`src/rtl/if_pkg.sv`:
```
// instruction fetch stage shared definitions
// widths, boot and debug entry points, selector enums and bus/pipe structs
package if_pkg;

  ////////////////////////////////////////////////////////////////////////////
  // widths and fixed addresses
  ////////////////////////////////////////////////////////////////////////////

  localparam int unsigned XLEN = 32;
  // boot fetch starts this far into the 256-byte aligned boot region
  localparam logic [7:0] BOOT_OFFSET = 8'h80;
  // debug module entry points
  localparam logic [XLEN-1:0] DM_HALT_ADDR = 32'h1A11_0800;
  localparam logic [XLEN-1:0] DM_EXC_ADDR = 32'h1A11_0808;
  // prefetch buffer entries, also the cap on requests in flight
  localparam int unsigned FETCH_DEPTH = 2;
  // counter width able to hold 0 .. FETCH_DEPTH
  localparam int unsigned CNT_W = $clog2(FETCH_DEPTH + 1);

  ////////////////////////////////////////////////////////////////////////////
  // selector enums
  ////////////////////////////////////////////////////////////////////////////

  // next-pc source
  typedef enum logic [2:0] {
    PC_BOOT = 3'd0,
    PC_JUMP = 3'd1,
    PC_EXC  = 3'd2,
    PC_ERET = 3'd3,
    PC_DRET = 3'd4
  } pc_sel_e;

  // exception vector source
  typedef enum logic [1:0] {
    EXC_PC_EXC     = 2'd0,
    EXC_PC_IRQ     = 2'd1,
    EXC_PC_DBD     = 2'd2,
    EXC_PC_DBG_EXC = 2'd3
  } exc_pc_sel_e;

  // instruction bus request, addr held until gnt
  typedef struct packed {
    logic            req;
    logic [XLEN-1:0] addr;
  } fetch_req_t;

  // instruction bus response, err only meaningful with rvalid
  typedef struct packed {
    logic            gnt;
    logic            rvalid;
    logic [XLEN-1:0] rdata;
    logic            err;
  } fetch_rsp_t;

  // one word handed from prefetch buffer to IF-ID register
  typedef struct packed {
    logic [XLEN-1:0] rdata;
    logic [XLEN-1:0] addr;
    logic            err;
  } fetch_item_t;

  // IF-ID register contents
  typedef struct packed {
    logic [XLEN-1:0] rdata;
    logic [XLEN-1:0] pc;
    logic            err;
  } id_instr_t;

endpackage

```
`src/rtl/if_id_pipe.sv`:
```
// IF-ID pipeline register
// captures each accepted word, tracks valid and new flags for the ID stage
// and raises an alert when a sequential fetch breaks the plus-4 order
module if_id_pipe (
  input  logic                      clk_i,
  input  logic                      rst_ni,
  input  logic                      item_valid_i,
  input  if_pkg::fetch_item_t       item_i,
  input  logic                      id_in_ready_i,
  input  logic                      pc_set_i,
  input  logic                      instr_valid_clear_i,
  output if_pkg::id_instr_t         id_instr_o,
  output logic                      instr_valid_id_o,
  output logic                      instr_new_id_o,
  output logic [if_pkg::XLEN-1:0]   pc_if_o,
  output logic                      pc_mismatch_alert_o
);

  logic                      transfer;
  logic                      valid_d, valid_q;
  logic                      new_q;
  logic                      seq_d, seq_q;
  logic [if_pkg::XLEN-1:0]   pc_expected;
  if_pkg::id_instr_t         id_instr_q;

  ////////////////////////////////////////////////////////////////////////////
  // valid / new tracking
  ////////////////////////////////////////////////////////////////////////////

  assign transfer = item_valid_i & id_in_ready_i;

  // word accepted during a redirect is squashed
  // otherwise valid holds until ID clears it
  assign valid_d = (transfer & ~pc_set_i) | (valid_q & ~instr_valid_clear_i);

  // sequence broken by any redirect, re-armed by the next accepted word
  assign seq_d = (seq_q | transfer) & ~pc_set_i;

  always_ff @(posedge clk_i or negedge rst_ni) begin
    if (!rst_ni) begin
      valid_q    <= 1'b0;
      new_q      <= 1'b0;
      seq_q      <= 1'b0;
      id_instr_q <= '0;
    end else begin
      valid_q <= valid_d;
      new_q   <= transfer;
      seq_q   <= seq_d;
      if (transfer) begin
        id_instr_q <= '{rdata: item_i.rdata, pc: item_i.addr, err: item_i.err};
      end
    end
  end

  assign id_instr_o       = id_instr_q;
  assign instr_valid_id_o = valid_q;
  assign instr_new_id_o   = new_q;

  ////////////////////////////////////////////////////////////////////////////
  // sequential pc check
  ////////////////////////////////////////////////////////////////////////////

  // address of the word on offer right now
  assign pc_if_o = item_i.addr;

  // only full words exist, so the successor is always plus 4
  assign pc_expected = id_instr_q.pc + 32'd4;

  assign pc_mismatch_alert_o = seq_q & item_valid_i & (pc_if_o != pc_expected);

endmodule

```
`src/rtl/if_pc_sel.sv`:
```
// next-pc selection
// builds the exception vector and picks the next fetch address on a redirect,
// also flags mtvec initialisation on boot
module if_pc_sel (
  input  logic                      pc_set_i,
  input  if_pkg::pc_sel_e           pc_mux_i,
  input  if_pkg::exc_pc_sel_e       exc_pc_mux_i,
  input  logic [4:0]                exc_cause_i,
  input  logic [if_pkg::XLEN-1:0]   boot_addr_i,
  input  logic [if_pkg::XLEN-1:0]   branch_target_i,
  input  logic [if_pkg::XLEN-1:0]   csr_mepc_i,
  input  logic [if_pkg::XLEN-1:0]   csr_depc_i,
  input  logic [if_pkg::XLEN-1:0]   csr_mtvec_i,
  output logic [if_pkg::XLEN-1:0]   next_addr_o,
  output logic                      csr_mtvec_init_o
);

  logic [if_pkg::XLEN-1:0] exc_pc;

  // exception vector, mtvec base is 256-byte aligned
  always_comb begin
    unique case (exc_pc_mux_i)
      if_pkg::EXC_PC_EXC:     exc_pc = {csr_mtvec_i[if_pkg::XLEN-1:8], 8'h00};
      // vectored mode, one word slot per interrupt id
      if_pkg::EXC_PC_IRQ:     exc_pc = {csr_mtvec_i[if_pkg::XLEN-1:8], 1'b0, exc_cause_i, 2'b00};
      if_pkg::EXC_PC_DBD:     exc_pc = if_pkg::DM_HALT_ADDR;
      if_pkg::EXC_PC_DBG_EXC: exc_pc = if_pkg::DM_EXC_ADDR;
    endcase
  end

  // next fetch address
  always_comb begin
    unique case (pc_mux_i)
      if_pkg::PC_BOOT: next_addr_o = {boot_addr_i[if_pkg::XLEN-1:8], if_pkg::BOOT_OFFSET};
      if_pkg::PC_JUMP: next_addr_o = branch_target_i;
      // trap entry
      if_pkg::PC_EXC:  next_addr_o = exc_pc;
      // return from trap / debug
      if_pkg::PC_ERET: next_addr_o = csr_mepc_i;
      if_pkg::PC_DRET: next_addr_o = csr_depc_i;
      default:         next_addr_o = {boot_addr_i[if_pkg::XLEN-1:8], if_pkg::BOOT_OFFSET};
    endcase
  end

  // CSR file loads its mtvec reset value on the boot redirect
  assign csr_mtvec_init_o = pc_set_i & (pc_mux_i == if_pkg::PC_BOOT);

  // redirect checks, only while a redirect is requested
  always_comb begin
    if (pc_set_i) begin
      assert (pc_mux_i inside {if_pkg::PC_BOOT, if_pkg::PC_JUMP, if_pkg::PC_EXC,
                               if_pkg::PC_ERET, if_pkg::PC_DRET})
        else $error("illegal pc_mux_i on redirect");
      assert (boot_addr_i[7:0] == 8'h00)
        else $error("boot address not 256-byte aligned");
    end
  end

endmodule

```
`src/rtl/if_prefetch.sv`:
```
// prefetch unit
// issues word fetches on the req/gnt/rvalid bus, counts requests in flight
// and buffers returned words, flushing everything stale on a redirect
module if_prefetch (
  input  logic                      clk_i,
  input  logic                      rst_ni,
  input  logic                      req_i,
  input  logic                      branch_i,
  input  logic [if_pkg::XLEN-1:0]   branch_addr_i,
  input  if_pkg::fetch_rsp_t        fetch_rsp_i,
  input  logic                      item_ready_i,
  output if_pkg::fetch_req_t        fetch_req_o,
  output logic                      item_valid_o,
  output if_pkg::fetch_item_t       item_o,
  output logic                      busy_o
);

  logic                      started_q;
  logic [if_pkg::XLEN-1:0]   fetch_addr_q;
  logic [if_pkg::XLEN-1:0]   rsp_addr_q;
  logic [if_pkg::XLEN-1:0]   branch_aligned;
  logic [if_pkg::CNT_W-1:0]  outst_q, outst_d, outst_next;
  logic [if_pkg::CNT_W-1:0]  discard_q, discard_d, discard_next;
  logic [if_pkg::CNT_W-1:0]  buf_cnt_q, buf_cnt_d, buf_cnt_mid;
  logic [if_pkg::CNT_W:0]    inflight_sum;
  logic                      space;
  logic                      gnt_accept;
  logic                      rsp_keep, rsp_discard;
  logic                      push, pop;
  if_pkg::fetch_item_t       rsp_item;
  if_pkg::fetch_item_t       buf_q [if_pkg::FETCH_DEPTH];
  if_pkg::fetch_item_t       buf_d [if_pkg::FETCH_DEPTH];

  ////////////////////////////////////////////////////////////////////////////
  // request side
  ////////////////////////////////////////////////////////////////////////////

  assign branch_aligned = {branch_addr_i[if_pkg::XLEN-1:2], 2'b00};

  // in flight plus buffered words must leave room for every answer
  assign inflight_sum = {1'b0, outst_q} + {1'b0, discard_q} + {1'b0, buf_cnt_q};
  assign space        = inflight_sum < (if_pkg::CNT_W + 1)'(if_pkg::FETCH_DEPTH);

  assign fetch_req_o.req  = started_q & req_i & space;
  assign fetch_req_o.addr = fetch_addr_q;
  assign gnt_accept       = fetch_req_o.req & fetch_rsp_i.gnt;

  // answers come back in order, so stale ones always arrive first
  assign rsp_discard = fetch_rsp_i.rvalid & (discard_q != '0);
  assign rsp_keep    = fetch_rsp_i.rvalid & (discard_q == '0);

  always_comb begin
    outst_next   = outst_q + if_pkg::CNT_W'(gnt_accept) - if_pkg::CNT_W'(rsp_keep);
    discard_next = discard_q - if_pkg::CNT_W'(rsp_discard);
    if (branch_i) begin
      // everything still in flight now belongs to the old stream
      outst_d   = '0;
      discard_d = discard_next + outst_next;
    end else begin
      outst_d   = outst_next;
      discard_d = discard_next;
    end
  end

  ////////////////////////////////////////////////////////////////////////////
  // response buffer, entry 0 is the head
  ////////////////////////////////////////////////////////////////////////////

  assign rsp_item = '{rdata: fetch_rsp_i.rdata, addr: rsp_addr_q, err: fetch_rsp_i.err};
  assign push     = rsp_keep & ~branch_i;
  assign pop      = item_valid_o & item_ready_i;

  always_comb begin
    buf_d       = buf_q;
    buf_cnt_mid = buf_cnt_q - if_pkg::CNT_W'(pop);
    if (pop) begin
      for (int i = 0; i < if_pkg::FETCH_DEPTH - 1; i++) begin
        buf_d[i] = buf_q[i+1];
      end
    end
    // new word lands behind whatever survives the pop
    for (int i = 0; i < if_pkg::FETCH_DEPTH; i++) begin
      if (push && (if_pkg::CNT_W'(i) == buf_cnt_mid)) begin
        buf_d[i] = rsp_item;
      end
    end
    buf_cnt_d = branch_i ? '0 : buf_cnt_mid + if_pkg::CNT_W'(push);
  end

  always_ff @(posedge clk_i or negedge rst_ni) begin
    if (!rst_ni) begin
      started_q    <= 1'b0;
      fetch_addr_q <= '0;
      rsp_addr_q   <= '0;
      outst_q      <= '0;
      discard_q    <= '0;
      buf_cnt_q    <= '0;
      for (int i = 0; i < if_pkg::FETCH_DEPTH; i++) begin
        buf_q[i] <= '0;
      end
    end else begin
      // fetching begins with the first redirect seen while enabled
      if (branch_i && req_i) begin
        started_q <= 1'b1;
      end
      // a pending ungranted request is replaced by the redirect target
      if (branch_i) begin
        fetch_addr_q <= branch_aligned;
        rsp_addr_q   <= branch_aligned;
      end else begin
        if (gnt_accept) begin
          fetch_addr_q <= fetch_addr_q + 32'd4;
        end
        if (rsp_keep) begin
          rsp_addr_q <= rsp_addr_q + 32'd4;
        end
      end
      outst_q   <= outst_d;
      discard_q <= discard_d;
      buf_cnt_q <= buf_cnt_d;
      buf_q     <= buf_d;
    end
  end

  assign item_valid_o = buf_cnt_q != '0;
  assign item_o       = buf_q[0];
  // stale requests still occupy the bus
  assign busy_o       = (outst_q != '0) | (discard_q != '0);

  // bus address clean and word aligned whenever a request is up
  assert property (@(posedge clk_i) disable iff (!rst_ni)
    fetch_req_o.req |-> (!$isunknown(fetch_req_o.addr) && fetch_req_o.addr[1:0] == 2'b00));

  // every rvalid answers an earlier grant
  assert property (@(posedge clk_i) disable iff (!rst_ni)
    fetch_rsp_i.rvalid |-> (outst_q != '0 || discard_q != '0));

endmodule

```
`src/rtl/if_stage.sv`:
```
// instruction fetch stage top
// next-pc select, prefetch unit and IF-ID register wired together
module if_stage (
  input  logic                      clk_i,
  input  logic                      rst_ni,
  input  logic                      req_i,
  input  logic [if_pkg::XLEN-1:0]   boot_addr_i,
  input  logic                      pc_set_i,
  input  if_pkg::pc_sel_e           pc_mux_i,
  input  if_pkg::exc_pc_sel_e       exc_pc_mux_i,
  input  logic [4:0]                exc_cause_i,
  input  logic [if_pkg::XLEN-1:0]   branch_target_i,
  input  logic [if_pkg::XLEN-1:0]   csr_mepc_i,
  input  logic [if_pkg::XLEN-1:0]   csr_depc_i,
  input  logic [if_pkg::XLEN-1:0]   csr_mtvec_i,
  input  logic                      id_in_ready_i,
  input  logic                      instr_valid_clear_i,
  input  if_pkg::fetch_rsp_t        fetch_rsp_i,
  output if_pkg::fetch_req_t        fetch_req_o,
  output if_pkg::id_instr_t         id_instr_o,
  output logic                      instr_valid_id_o,
  output logic                      instr_new_id_o,
  output logic [if_pkg::XLEN-1:0]   pc_if_o,
  output logic                      csr_mtvec_init_o,
  output logic                      pc_mismatch_alert_o,
  output logic                      if_busy_o
);

  logic [if_pkg::XLEN-1:0]   next_addr;
  logic                      item_valid;
  logic                      item_ready;
  if_pkg::fetch_item_t       item;

  // ID acceptance is the only back-pressure on the buffer
  assign item_ready = id_in_ready_i;

  if_pc_sel u_pc_sel (
    .pc_set_i        (pc_set_i),
    .pc_mux_i        (pc_mux_i),
    .exc_pc_mux_i    (exc_pc_mux_i),
    .exc_cause_i     (exc_cause_i),
    .boot_addr_i     (boot_addr_i),
    .branch_target_i (branch_target_i),
    .csr_mepc_i      (csr_mepc_i),
    .csr_depc_i      (csr_depc_i),
    .csr_mtvec_i     (csr_mtvec_i),
    .next_addr_o     (next_addr),
    .csr_mtvec_init_o(csr_mtvec_init_o)
  );

  // every redirect restarts the prefetch stream at next_addr
  if_prefetch u_prefetch (
    .clk_i        (clk_i),
    .rst_ni       (rst_ni),
    .req_i        (req_i),
    .branch_i     (pc_set_i),
    .branch_addr_i(next_addr),
    .fetch_rsp_i  (fetch_rsp_i),
    .item_ready_i (item_ready),
    .fetch_req_o  (fetch_req_o),
    .item_valid_o (item_valid),
    .item_o       (item),
    .busy_o       (if_busy_o)
  );

  if_id_pipe u_id_pipe (
    .clk_i              (clk_i),
    .rst_ni             (rst_ni),
    .item_valid_i       (item_valid),
    .item_i             (item),
    .id_in_ready_i      (id_in_ready_i),
    .pc_set_i           (pc_set_i),
    .instr_valid_clear_i(instr_valid_clear_i),
    .id_instr_o         (id_instr_o),
    .instr_valid_id_o   (instr_valid_id_o),
    .instr_new_id_o     (instr_new_id_o),
    .pc_if_o            (pc_if_o),
    .pc_mismatch_alert_o(pc_mismatch_alert_o)
  );

endmodule

```
`config.mk`:
```
export PLATFORM = sky130hd
export DESIGN_NAME = if_stage
export DESIGN_NICKNAME = d
export VERILOG_FILES = /design/src/rtl/if_pkg.sv /design/src/rtl/if_id_pipe.sv /design/src/rtl/if_pc_sel.sv /design/src/rtl/if_prefetch.sv /design/src/rtl/if_stage.sv
export SDC_FILE = /design/constraint.sdc
export NUM_CORES = 1
export LEC_CHECK = 0
export ABC_AREA = 1
export BUFFER_PORTS_ARGS = -buffer_cell sky130_fd_sc_hd__buf_2
export CELL_PAD_IN_SITES_DETAIL_PLACEMENT = 2
export CELL_PAD_IN_SITES_GLOBAL_PLACEMENT = 2
export CORE_MARGIN = 2
export CORE_UTILIZATION = 33
export DETAILED_ROUTE_END_ITERATION = 7
export GPL_ROUTABILITY_DRIVEN = 0
export PLACE_DENSITY_LB_ADDON = 0.08
export SYNTH_ARGS = -nofsm -noshare
export SYNTH_HDL_FRONTEND = slang
export SYNTH_SLANG_ARGS = --single-unit
```
`constraint.sdc`:
```
create_clock -name clk_i -period 4 [get_ports clk_i]
set_input_delay 0.8 -clock clk_i [delete_from_list [all_inputs] [get_ports clk_i]]
set_output_delay 0.8 -clock clk_i [all_outputs]
set_load 0.005 [all_outputs]
```
==> flow_summary.ini, run 1 <==
[floorplanning]
io_pins = 346
core_mm2 = 0.0433
start_util_pct = 33.6
die_area_mm2 = 0.0457
die_h_um = 214
dieWidth_um = 214
fp-row-count = 76

[worst_setup_path]
cp_data_arrival_time_ps = 2870
worstSetupEndpointType = output port
path_max_fanout = 7
worst-setup-path-type = reg -> out
path_cells = ha_1, nand3_1, nor2_2, nand2_1, nor2_2, nand2_1, nand2_1, nand2_1, nand2_1, o21ai_0, inv_1, nand3_1, nor2_4, nor2_1, buf_2
path_common_cell = nand2_1
cp_slowest_stage_delay_ps = 450
startpoint_type = register
slowest_stage = dfrtp_1
crit_family = simple AND/OR/NAND/NOR gates
path_buf_inv = 2
required_ps = 3200

[power]
swShare_pct = 41.2
clkPwrFrac_pct = 23.6
switchingPower_w = 0.00484
internal-power_w = 0.00690
ir_drop_mv = 0.313
power_density_mw_per_mm2 = 672
seqPwrFrac_pct = 39.2
leakage_nw = 8.56
p_comb_share_pct = 37.1

[logic_synthesis]
synth_seq_cells = 259
yosys.cell_types.count = 49
ys.flop_type = dfrtp_1
syn-instance-count = 1877
async_flop_share_pct = 100
syn_avg_cell_area_um2 = 7.74
syn_area_mm2 = 0.0145
yosysSeqAreaShare_pct = 44.6
yosys_warnings = 0
synth_edf_count = 0

[cts]
cts_max_level = 1
postCtsHoldBufs = 0
cts_root_buf = clkbuf_16
tritoncts = yes
postCtsSetupBuffers = 0
cts-resized-gates = 0
cts_sinks = 259
clkSlewWorstSetupHoldPaths_ps = 60
ctsLongestPathBuffers = 3
numCtsBuffers = 30
insertion_delay_ps = 580

[place]
dpl.hpwl_um = 41000
dpl.cell_count = 2676
io_buffers = 317
post_dp_cell_area_mm2 = 0.0164

[timing]
fin_hold_ws_ps = 149
timing.fmax_mhz = 273
finalHoldViolCount = 0
rsz0062_at_grt = no
worstMarginPinSlew_ps = 1020
slew_headroom_pct = 32.2
fin_worst_skew_ps = 14.7
setup_viol = 0
finalCriticalPeriod_ps = 3670
slew_violations = 0
finalCritPeriodShare_pct = 91.7
tns_ps = 0

[final_layout]
drive_gt1_share_pct = 20.4
nFillCells = 5111
nets = 2346
areaGrowthSynthToFinish_pct = 20.1
stdcell_count = 2733
fin_area_mm2 = 0.0175

[run]
maxCapViolations = 0

[global_routing]
grtUsageTotal_pct = 24.2
antenna_found_initial = 2
grt_pass1_vias = 15729
grt-ovfl-total = 0
grt_max_degree = 127
grt_pass1_wl_um = 86900

[detailed_routing]
dr_wl_met3_um = 2880
drc = 0
dr_wl_met2_um = 26700
top_signal_layer_used = met5
postRouteAntennaNets = 0
wl_met1_um = 23800
vias = 14064
drtIter0Drc = 574
wirelength_um = 54500
vias_per_cell = 5.15
route.detailed.wl_per_inst_um = 19.9
first_pass_iters = 4

[worst_hold_path]
min_path_type = in -> async

[outcome]
status = finished, final reports clean
==> cells by family (layout without fill, tap and decap cells) <==
group	count (synthesis)	count (layout)	synth area share, %
AND/OR/NAND/NOR	836	836	25.3
AO/OA/AOI/OAI	366	366	15.7
buffers and inverters	355	619	10.4
flip-flops	259	259	44.6
XOR/XNOR	48	48	2.89
adder cells (fa/ha/maj)	12	12	1.08
other	1	8	0.0258
==> layout make-up <==
cell class	instances	area (um2)	area share [%]
inverters	229	860	4.92
clock buffers	46	911	5.22
flip-flops and latches	259	6480	37.1
repair buffers	335	1790	10.3
multi-input cells	1268	6600	37.8
diodes	2	5.00	0.0287
clock inverters	9	83.8	0.480
well taps	585	732	4.19
==> through the flow <==
step | setup WS [ps] | util, % | power [W]
6_report | 330 | 40.4 | 0.0117
5_1_grt | 36.3 | 40.4 | 0.0128
4_1_cts | 25.6 | 40.3 | 0.0119
3_5_place_dp | 662 | 38.0 | 0.00907
3_3_place_gp | 761 | 38.0 | 0.00878
2_1_floorplan | 1400 | - | 0.00721
==> flip-flops by register name, summed over array words and instances (netlist names), 2 cells and up <==
signal,count
u_id_pipe.id_instr_o,63
u_prefetch.buf_q,63
u_prefetch.item_o,63
u_prefetch.fetch_addr_q,30
u_prefetch.rsp_addr_q,30
u_prefetch.buf_cnt_q,2
u_prefetch.discard_q,2
u_prefetch.outst_q,2
==> cells in the final DEF, fill, tap and decap left out, types with 29 or more instances in the layout <==
master	Yosys	routed
inv_1	221	220
buf_2	34	316
nand3_1	128	127
o221ai_1	63	63
o21ai_0	170	170
clkbuf_16	0	30
nor2_1	127	125
dfrtp_1	259	259
nand2_1	465	464
nand4_1	38	38
a21oi_1	44	44
xor2_1	29	29
a31oi_1	29	29
==> worst paths after layout <==
| check | endpoint | from | depth (start not counted) | slack, ps |
|---|---|---|---|---|
| setup / recovery | pc_mismatch_alert_o | u_id_pipe.id_instr_o[3] | 15 | 330 |
| hold / removal | u_id_pipe.instr_new_id_o | rst_ni | 1 | 150 |
| setup reg to reg | u_prefetch.fetch_addr_q[5] | u_prefetch.buf_cnt_q[1] | 10 | 730 |
| hold reg to reg | u_prefetch.started_q | u_prefetch.started_q | 1 | 460 |
| max in group asynchronous | u_prefetch.item_o[26] | rst_ni | 2 | 2890 |
| min in group clk_i | u_id_pipe.instr_valid_id_o | instr_valid_clear_i | 2 | 400 |
==> power groups by stage <==
stage                     clock, W  combinational [W]  sequential, W
after floorplan                  0            0.00284        0.00437
after global placement           0            0.00420        0.00458
after detailed placement         0            0.00441        0.00465
after CTS                  0.00285            0.00446        0.00462
after global routing       0.00296            0.00502        0.00478
final                      0.00278            0.00436        0.00460
==> synthesized netlist by cell type (12+ instances only) <==
library cell | count | share of area, %
nand2_1 | 465 | 12
dfrtp_1 | 259 | 45
inv_1 | 221 | 5.7
o21ai_0 | 170 | 5.9
nand3_1 | 128 | 4.4
nor2_1 | 127 | 3.3
o221ai_1 | 63 | 3.8
a21oi_1 | 44 | 1.5
clkbuf_1 | 41 | 1.1
nand4_1 | 38 | 1.6
buf_4 | 36 | 1.9
buf_2 | 34 | 1.2
a31oi_1 | 29 | 1.2
xor2_1 | 29 | 1.7
nor3_1 | 23 | 0.79
a22oi_1 | 22 | 1.1
xnor2_1 | 19 | 1.1
buf_1 | 13 | 0.34
nand2_2 | 12 | 0.52
==> metal layers <==
metal,track usage [%],vias up
met5,0,-
met3,4.51,63
met4,5.70,2
li1,-,6680
met1,30.5,7022
met2,43.0,297
Power figures use the tool's default switching activity.
==> run 2, diff against run 1 <==
Settings changed: CORE_UTILIZATION 33 to 28.
Clock period 4 ns to 3.27 ns, I/O delays scaled along.
==> flow_summary.ini, run 2 (synthesized netlist as in run 1, its figures left out) <==
[outcome]
status = finished with violations
violations = setup timing

[timing]
tns_ps = -11.7
finalHoldViolCount = 0
finalCritPeriodShare_pct = 100
rsz0062_at_grt = yes
slew_headroom_pct = 43.0
fin_hold_ws_ps = 63.8
setup_viol = 1
fin_ws_ps = -11.7
finalCriticalPeriod_ps = 3280
fin_worst_skew_ps = 23.6
slew_violations = 0
timing.fmax_mhz = 305
worstMarginPinSlew_ps = 855

[final_layout]
layout_common_cells = 459 x nand2_1, 315 x buf_2, 242 x dfrtp_1
stdcell_count = 2851
nFillCells = 5976
areaGrowthSynthToFinish_pct = 23.9
final_common_cell = nand2_1
drive_gt1_share_pct = 23.1
fin_util_pct = 35.1
nets = 2369
insertedDiodeCount = 0

[run]
maxCapViolations = 0

[floorplanning]
io_pins = 346
core_mm2 = 0.0513
start_util_pct = 28.3
die_area_mm2 = 0.0538
fp-row-count = 83
dieWidth_um = 232
die_h_um = 232

[worst_hold_path]
min_path_type = in -> async

[cts]
clkSlewWorstSetupHoldPaths_ps = 60
cts_root_buf = clkbuf_16
ctsLongestPathBuffers = 3
cts_max_level = 2
tritoncts = yes
postCtsHoldBufs = 0
numCtsBuffers = 34
insertion_delay_ps = 540
cts_sinks = 259

[detailed_routing]
vias_per_cell = 4.95
route.detailed.wl_per_inst_um = 19.6
wirelength_um = 55900
vias = 14123
drc = 0
drtIter0Drc = 504
postRouteAntennaNets = 0
first_pass_iters = 4

[worst_setup_path]
path_max_fanout = 6
crit_path_start = u_id_pipe.id_instr_o[4]
startpoint_type = register
r2r_start = u_prefetch.buf_cnt_q[1]
reg2reg_to = u_prefetch.discard_q[1]
r2r_setup_slack_ps = 400
worstSetupEndpointType = output port
required_ps = 2620
worst-setup-path-type = reg -> out
rr_worst_depth = 14
cp_data_arrival_time_ps = 2630
cp-endpoint = pc_mismatch_alert_o

[global_routing]
grt_pass1_vias = 15556
grt_max_degree = 127
grt_pass1_wl_um = 89000
grtUsageTotal_pct = 21.0
antenna_found_initial = 0
grt-ovfl-total = 0

[place]
dpl.cell_count = 2779
io_buffers = 317
dpl.hpwl_um = 41600

[power]
leakage_nw = 8.74
power_density_mw_per_mm2 = 826
ir_drop_mv = 0.410
run 2: cell count changes in the layout (fill, tap and decap cells not counted), moves of 10 or more:
cell and change:
nor2_1 -11, buf_4 +15, nor2_2 +10, dfrtp_2 +17, dfrtp_1 -17
run 2: worst max-delay path, cell delays in order (launching register included):
cell and delay [ps]:
dfrtp_1 390, buf_4 160, nand2_4 50, nor2_4 170
nand2_4 120, nor2_8 180, nand3_1 90, nand2_1 70
nand2_1 50, inv_1 50, nand3_1 80, nor2_2 130
nand3_2 100, nor2_2 140, buf_6 140, nor2_4 30
buf_6 110
run 2: worst min path at each step:
stage                                to  depth (start not counted)
3_5_place_dp       u_prefetch.started_q                          1
4_1_cts        u_id_pipe.id_instr_o[39]                          1
5_1_grt        u_id_pipe.id_instr_o[39]                          1
6_report       u_id_pipe.id_instr_o[39]                          1
2_1_floorplan   u_id_pipe.id_instr_o[0]                          0
3_3_place_gp       u_prefetch.started_q                          1
run 2: per-layer routing:
metal,share of wire [%],up-vias,global-route usage (%)
met2,49,259,36.7
met4,1.5,0,3.93
met3,4.7,50,4.29
met1,44,7092,26.9
li1,-,6722,-
met5,0,-,0
run 2: timing repair:
item | 4_1_cts | 5_1_grt
endpoints found under the setup margin | 1 | 1
pin swaps | 18 | 5
resized for setup | 34 | 22
setup buffers | 11 | 0
gates cloned | 0 | 0
run 2: power breakdown:
part | total [W] | internal [W] | switching [W] | leakage (nW)
sequential | 0.00567 | 0.00447 | 0.00120 | 3.30
clock | 0.00380 | 0.00229 | 0.00151 | 0.552
combinational | 0.00542 | 0.00207 | 0.00336 | 4.89
run 2: through the flow:
| stage | power (W) | instance area, um2 | worst slack, ps |
|---|---|---|---|
| after global placement | 0.0108 | 16600 | 343 |
| after floorplan | 0.00882 | 14600 | 673 |
| final | 0.0149 | 18000 | -11.7 |
| after global routing | 0.0162 | 18000 | -206 |
| after CTS | 0.0152 | 18000 | -105 |
| after detailed placement | 0.0111 | 16600 | 228 |
run 2: layout make-up:
class	count	area [um2]	area share (%)
Sequential cell	259	6500	36.1
Clock buffer	50	1000	5.57
Inverter	229	861	4.78
Timing Repair Buffer	354	1970	10.9
Clock inverter	11	115	0.639
Multi-Input combinational cell	1268	6710	37.3
Tap cell	680	851	4.72
==> run 3, diff against run 2 <==
Settings changed: ABC_AREA 1 to not set, CORE_UTILIZATION 28 to 29.
==> flow_summary.ini, run 3 <==
[timing]
fin_ws_ps = -401
setup_viol = 1
finalCriticalPeriod_ps = 3670
worstMarginPinSlew_ps = 1070
slew_headroom_pct = 28.9
fin_worst_skew_ps = 13.2
finalCritPeriodShare_pct = 112
rsz0062_at_grt = yes
finalHoldViolCount = 0
timing.fmax_mhz = 272
slew_violations = 0

[run]
maxCapViolations = 0

[final_layout]
drive_gt1_share_pct = 27.8
nFillCells = 5503
multiInputGateArea_mm2 = 0.00705
fin_util_pct = 36.2
regArea_mm2 = 0.00648
final_common_cell = nand2_1
nets = 2118
layout_common_cells = 376 x nand2_1, 316 x buf_2, 259 x dfrtp_1
areaGrowthSynthToFinish_pct = 24.1

[floorplanning]
dieWidth_um = 225
core_mm2 = 0.0486
io_pins = 346
die_area_mm2 = 0.0507
die_h_um = 225
fp-row-count = 81
start_util_pct = 29.2

[power]
clkPwrFrac_pct = 25.1
switchingPower_w = 0.00534
leakage_nw = 8.48
seqPwrFrac_pct = 38.2
swShare_pct = 38.1
power_density_mw_per_mm2 = 796
ir_drop_mv = 0.420
p_comb_share_pct = 36.7
internal-power_w = 0.00868

[logic_synthesis]
post-synth-top-count-cell = nand2_1
yosys-top-cells-area = dfrtp_1 46%, nand2_1 10%, mux2_2 5.0%
syn_area_mm2 = 0.0142
synthTopCellsByCount = 376 x nand2_1, 259 x dfrtp_1, 161 x nor2_1
syn-instance-count = 1596
yosys_warnings = 0
syn_avg_cell_area_um2 = 8.89
synth_edf_count = 0
yosysSeqAreaShare_pct = 45.7
synth_top_area_share_pct = 45.7
yosys.cell_types.count = 80
async_flop_share_pct = 100
ys.flop_type = dfrtp_1
synth_seq_cells = 259
synth_top_area_cell = dfrtp_1

[detailed_routing]
drc = 0
wirelength_um = 54000
vias_per_cell = 5.18
drtIter0Drc = 724
first_pass_iters = 5
vias = 13135
route.detailed.wl_per_inst_um = 21.3
postRouteAntennaNets = 0

[outcome]
status = finished with violations
violations = setup timing

[global_routing]
grt_pass1_vias = 14358
grt_max_degree = 101
grtUsageTotal_pct = 21.5
grt_use_met2_pct = 36.7
grt-ovfl-total = 0
antenna_found_initial = 5
grt_pass1_wl_um = 84600
gr-usage-met1_pct = 27.4
use_met3_pct = 3.48
busiest_layer = met2

[cts]
clkSlewWorstSetupHoldPaths_ps = 60
cts_max_level = 2
cts_sinks = 259
cts_root_buf = clkbuf_16
ctsLongestPathBuffers = 3
numCtsBuffers = 34
tritoncts = yes
postCtsHoldBufs = 0
insertion_delay_ps = 530

[worst_setup_path]
worstSetupEndpointType = output port
cp_slowest_stage_delay_ps = 490
path_buf_inv = 1
path_cells = ha_2, and2_4, nand4_4, or4b_4, o211ai_1, a21o_1, nand4b_1, a2111oi_4, a31oi_1, buf_2
reg2reg_to = u_prefetch.fetch_addr_q[30]
worst-setup-path-type = reg -> out
rr_worst_depth = 12
r2r_start = u_prefetch.discard_q[1]
required_ps = 2620
path_max_fanout = 4
r2r_setup_slack_ps = 440
cp_data_arrival_time_ps = 3020
crit_family = simple AND/OR/NAND/NOR gates
slowest_stage = or4b_4
startpoint_type = register

[place]
dp_worst_setup_slack_ps = 48.6
io_buffers = 317
dpl.hpwl_um = 39800

[worst_hold_path]
min_path_type = in -> async
-- run 3: cell families after synthesis --
| logic type | count (synthesis) | share of synthesized area [%] |
|---|---|---|
| mux | 90 | 6.91 |
| other cells | 1 | 0.0264 |
| fa+ha+maj | 12 | 1.11 |
| compound gates | 308 | 14.3 |
| xor+xnor | 76 | 4.69 |
| flops | 259 | 45.7 |
| simple gates | 699 | 22.1 |
| buf+inv | 151 | 5.17 |
-- run 3: metal layers --
metal	up-vias	share of wire (%)
li1	6103	-
met4	0	3.1
met3	75	3.9
met2	254	49
met1	6703	44
met5	-	0
-- run 3: metrics by stage --
step	cells	total power, W	TNS (ps)	area (um2)	hold slack, ps
2_1_floorplan	1601	0.00842	0	14200	358
5_1_grt	2536	0.0151	-536	17600	160
3_3_place_gp	2481	0.0104	0	16500	439
3_5_place_dp	2481	0.0107	0	16500	449
4_1_cts	2533	0.0143	-481	17600	122
6_report	2538	0.0140	-401	17600	119
-- run 3: worst max path at each step --
| stage | from | cells after the start | slack (ps) | end |
|---|---|---|---|---|
| after floorplan | id_in_ready_i | 11 | 150 | u_prefetch.item_o[0] |
| after global placement | u_id_pipe.id_instr_o[5] | 9 | 70 | pc_mismatch_alert_o |
| after detailed placement | u_id_pipe.id_instr_o[3] | 10 | 50 | pc_mismatch_alert_o |
| after CTS | u_id_pipe.id_instr_o[3] | 10 | -480 | pc_mismatch_alert_o |
| after global routing | u_id_pipe.id_instr_o[3] | 10 | -540 | pc_mismatch_alert_o |
| final | u_id_pipe.id_instr_o[3] | 10 | -400 | pc_mismatch_alert_o |
-- run 3: power groups by stage --
stage | clock, W | sequential [W] | combinational, W
2_1_floorplan | 0 | 0.00518 | 0.00324
3_3_place_gp | 0 | 0.00534 | 0.00508
3_5_place_dp | 0 | 0.00543 | 0.00523
4_1_cts | 0.00366 | 0.00538 | 0.00529
5_1_grt | 0.00376 | 0.00555 | 0.00581
6_report | 0.00351 | 0.00536 | 0.00515
-- run 3: cell type report --
cell class              instances  area share, %
clock buffers                  48           5.59
repair buffers                384           12.4
flip-flops and latches        259           36.8
diodes                          5         0.0711
multi-input cells            1191           40.0
clock inverters                 4          0.156
inverters                      25          0.547
well taps                     622           4.42
-- run 3: timing repair --
| action | in CTS | in global routing |
|---|---|---|
| setup endpoints to repair | 1 | 1 |
| pin swaps | 0 | 0 |
| cloned | 0 | 0 |
| buffers inserted | 0 | 0 |
| resized for setup | 4 | 3 |
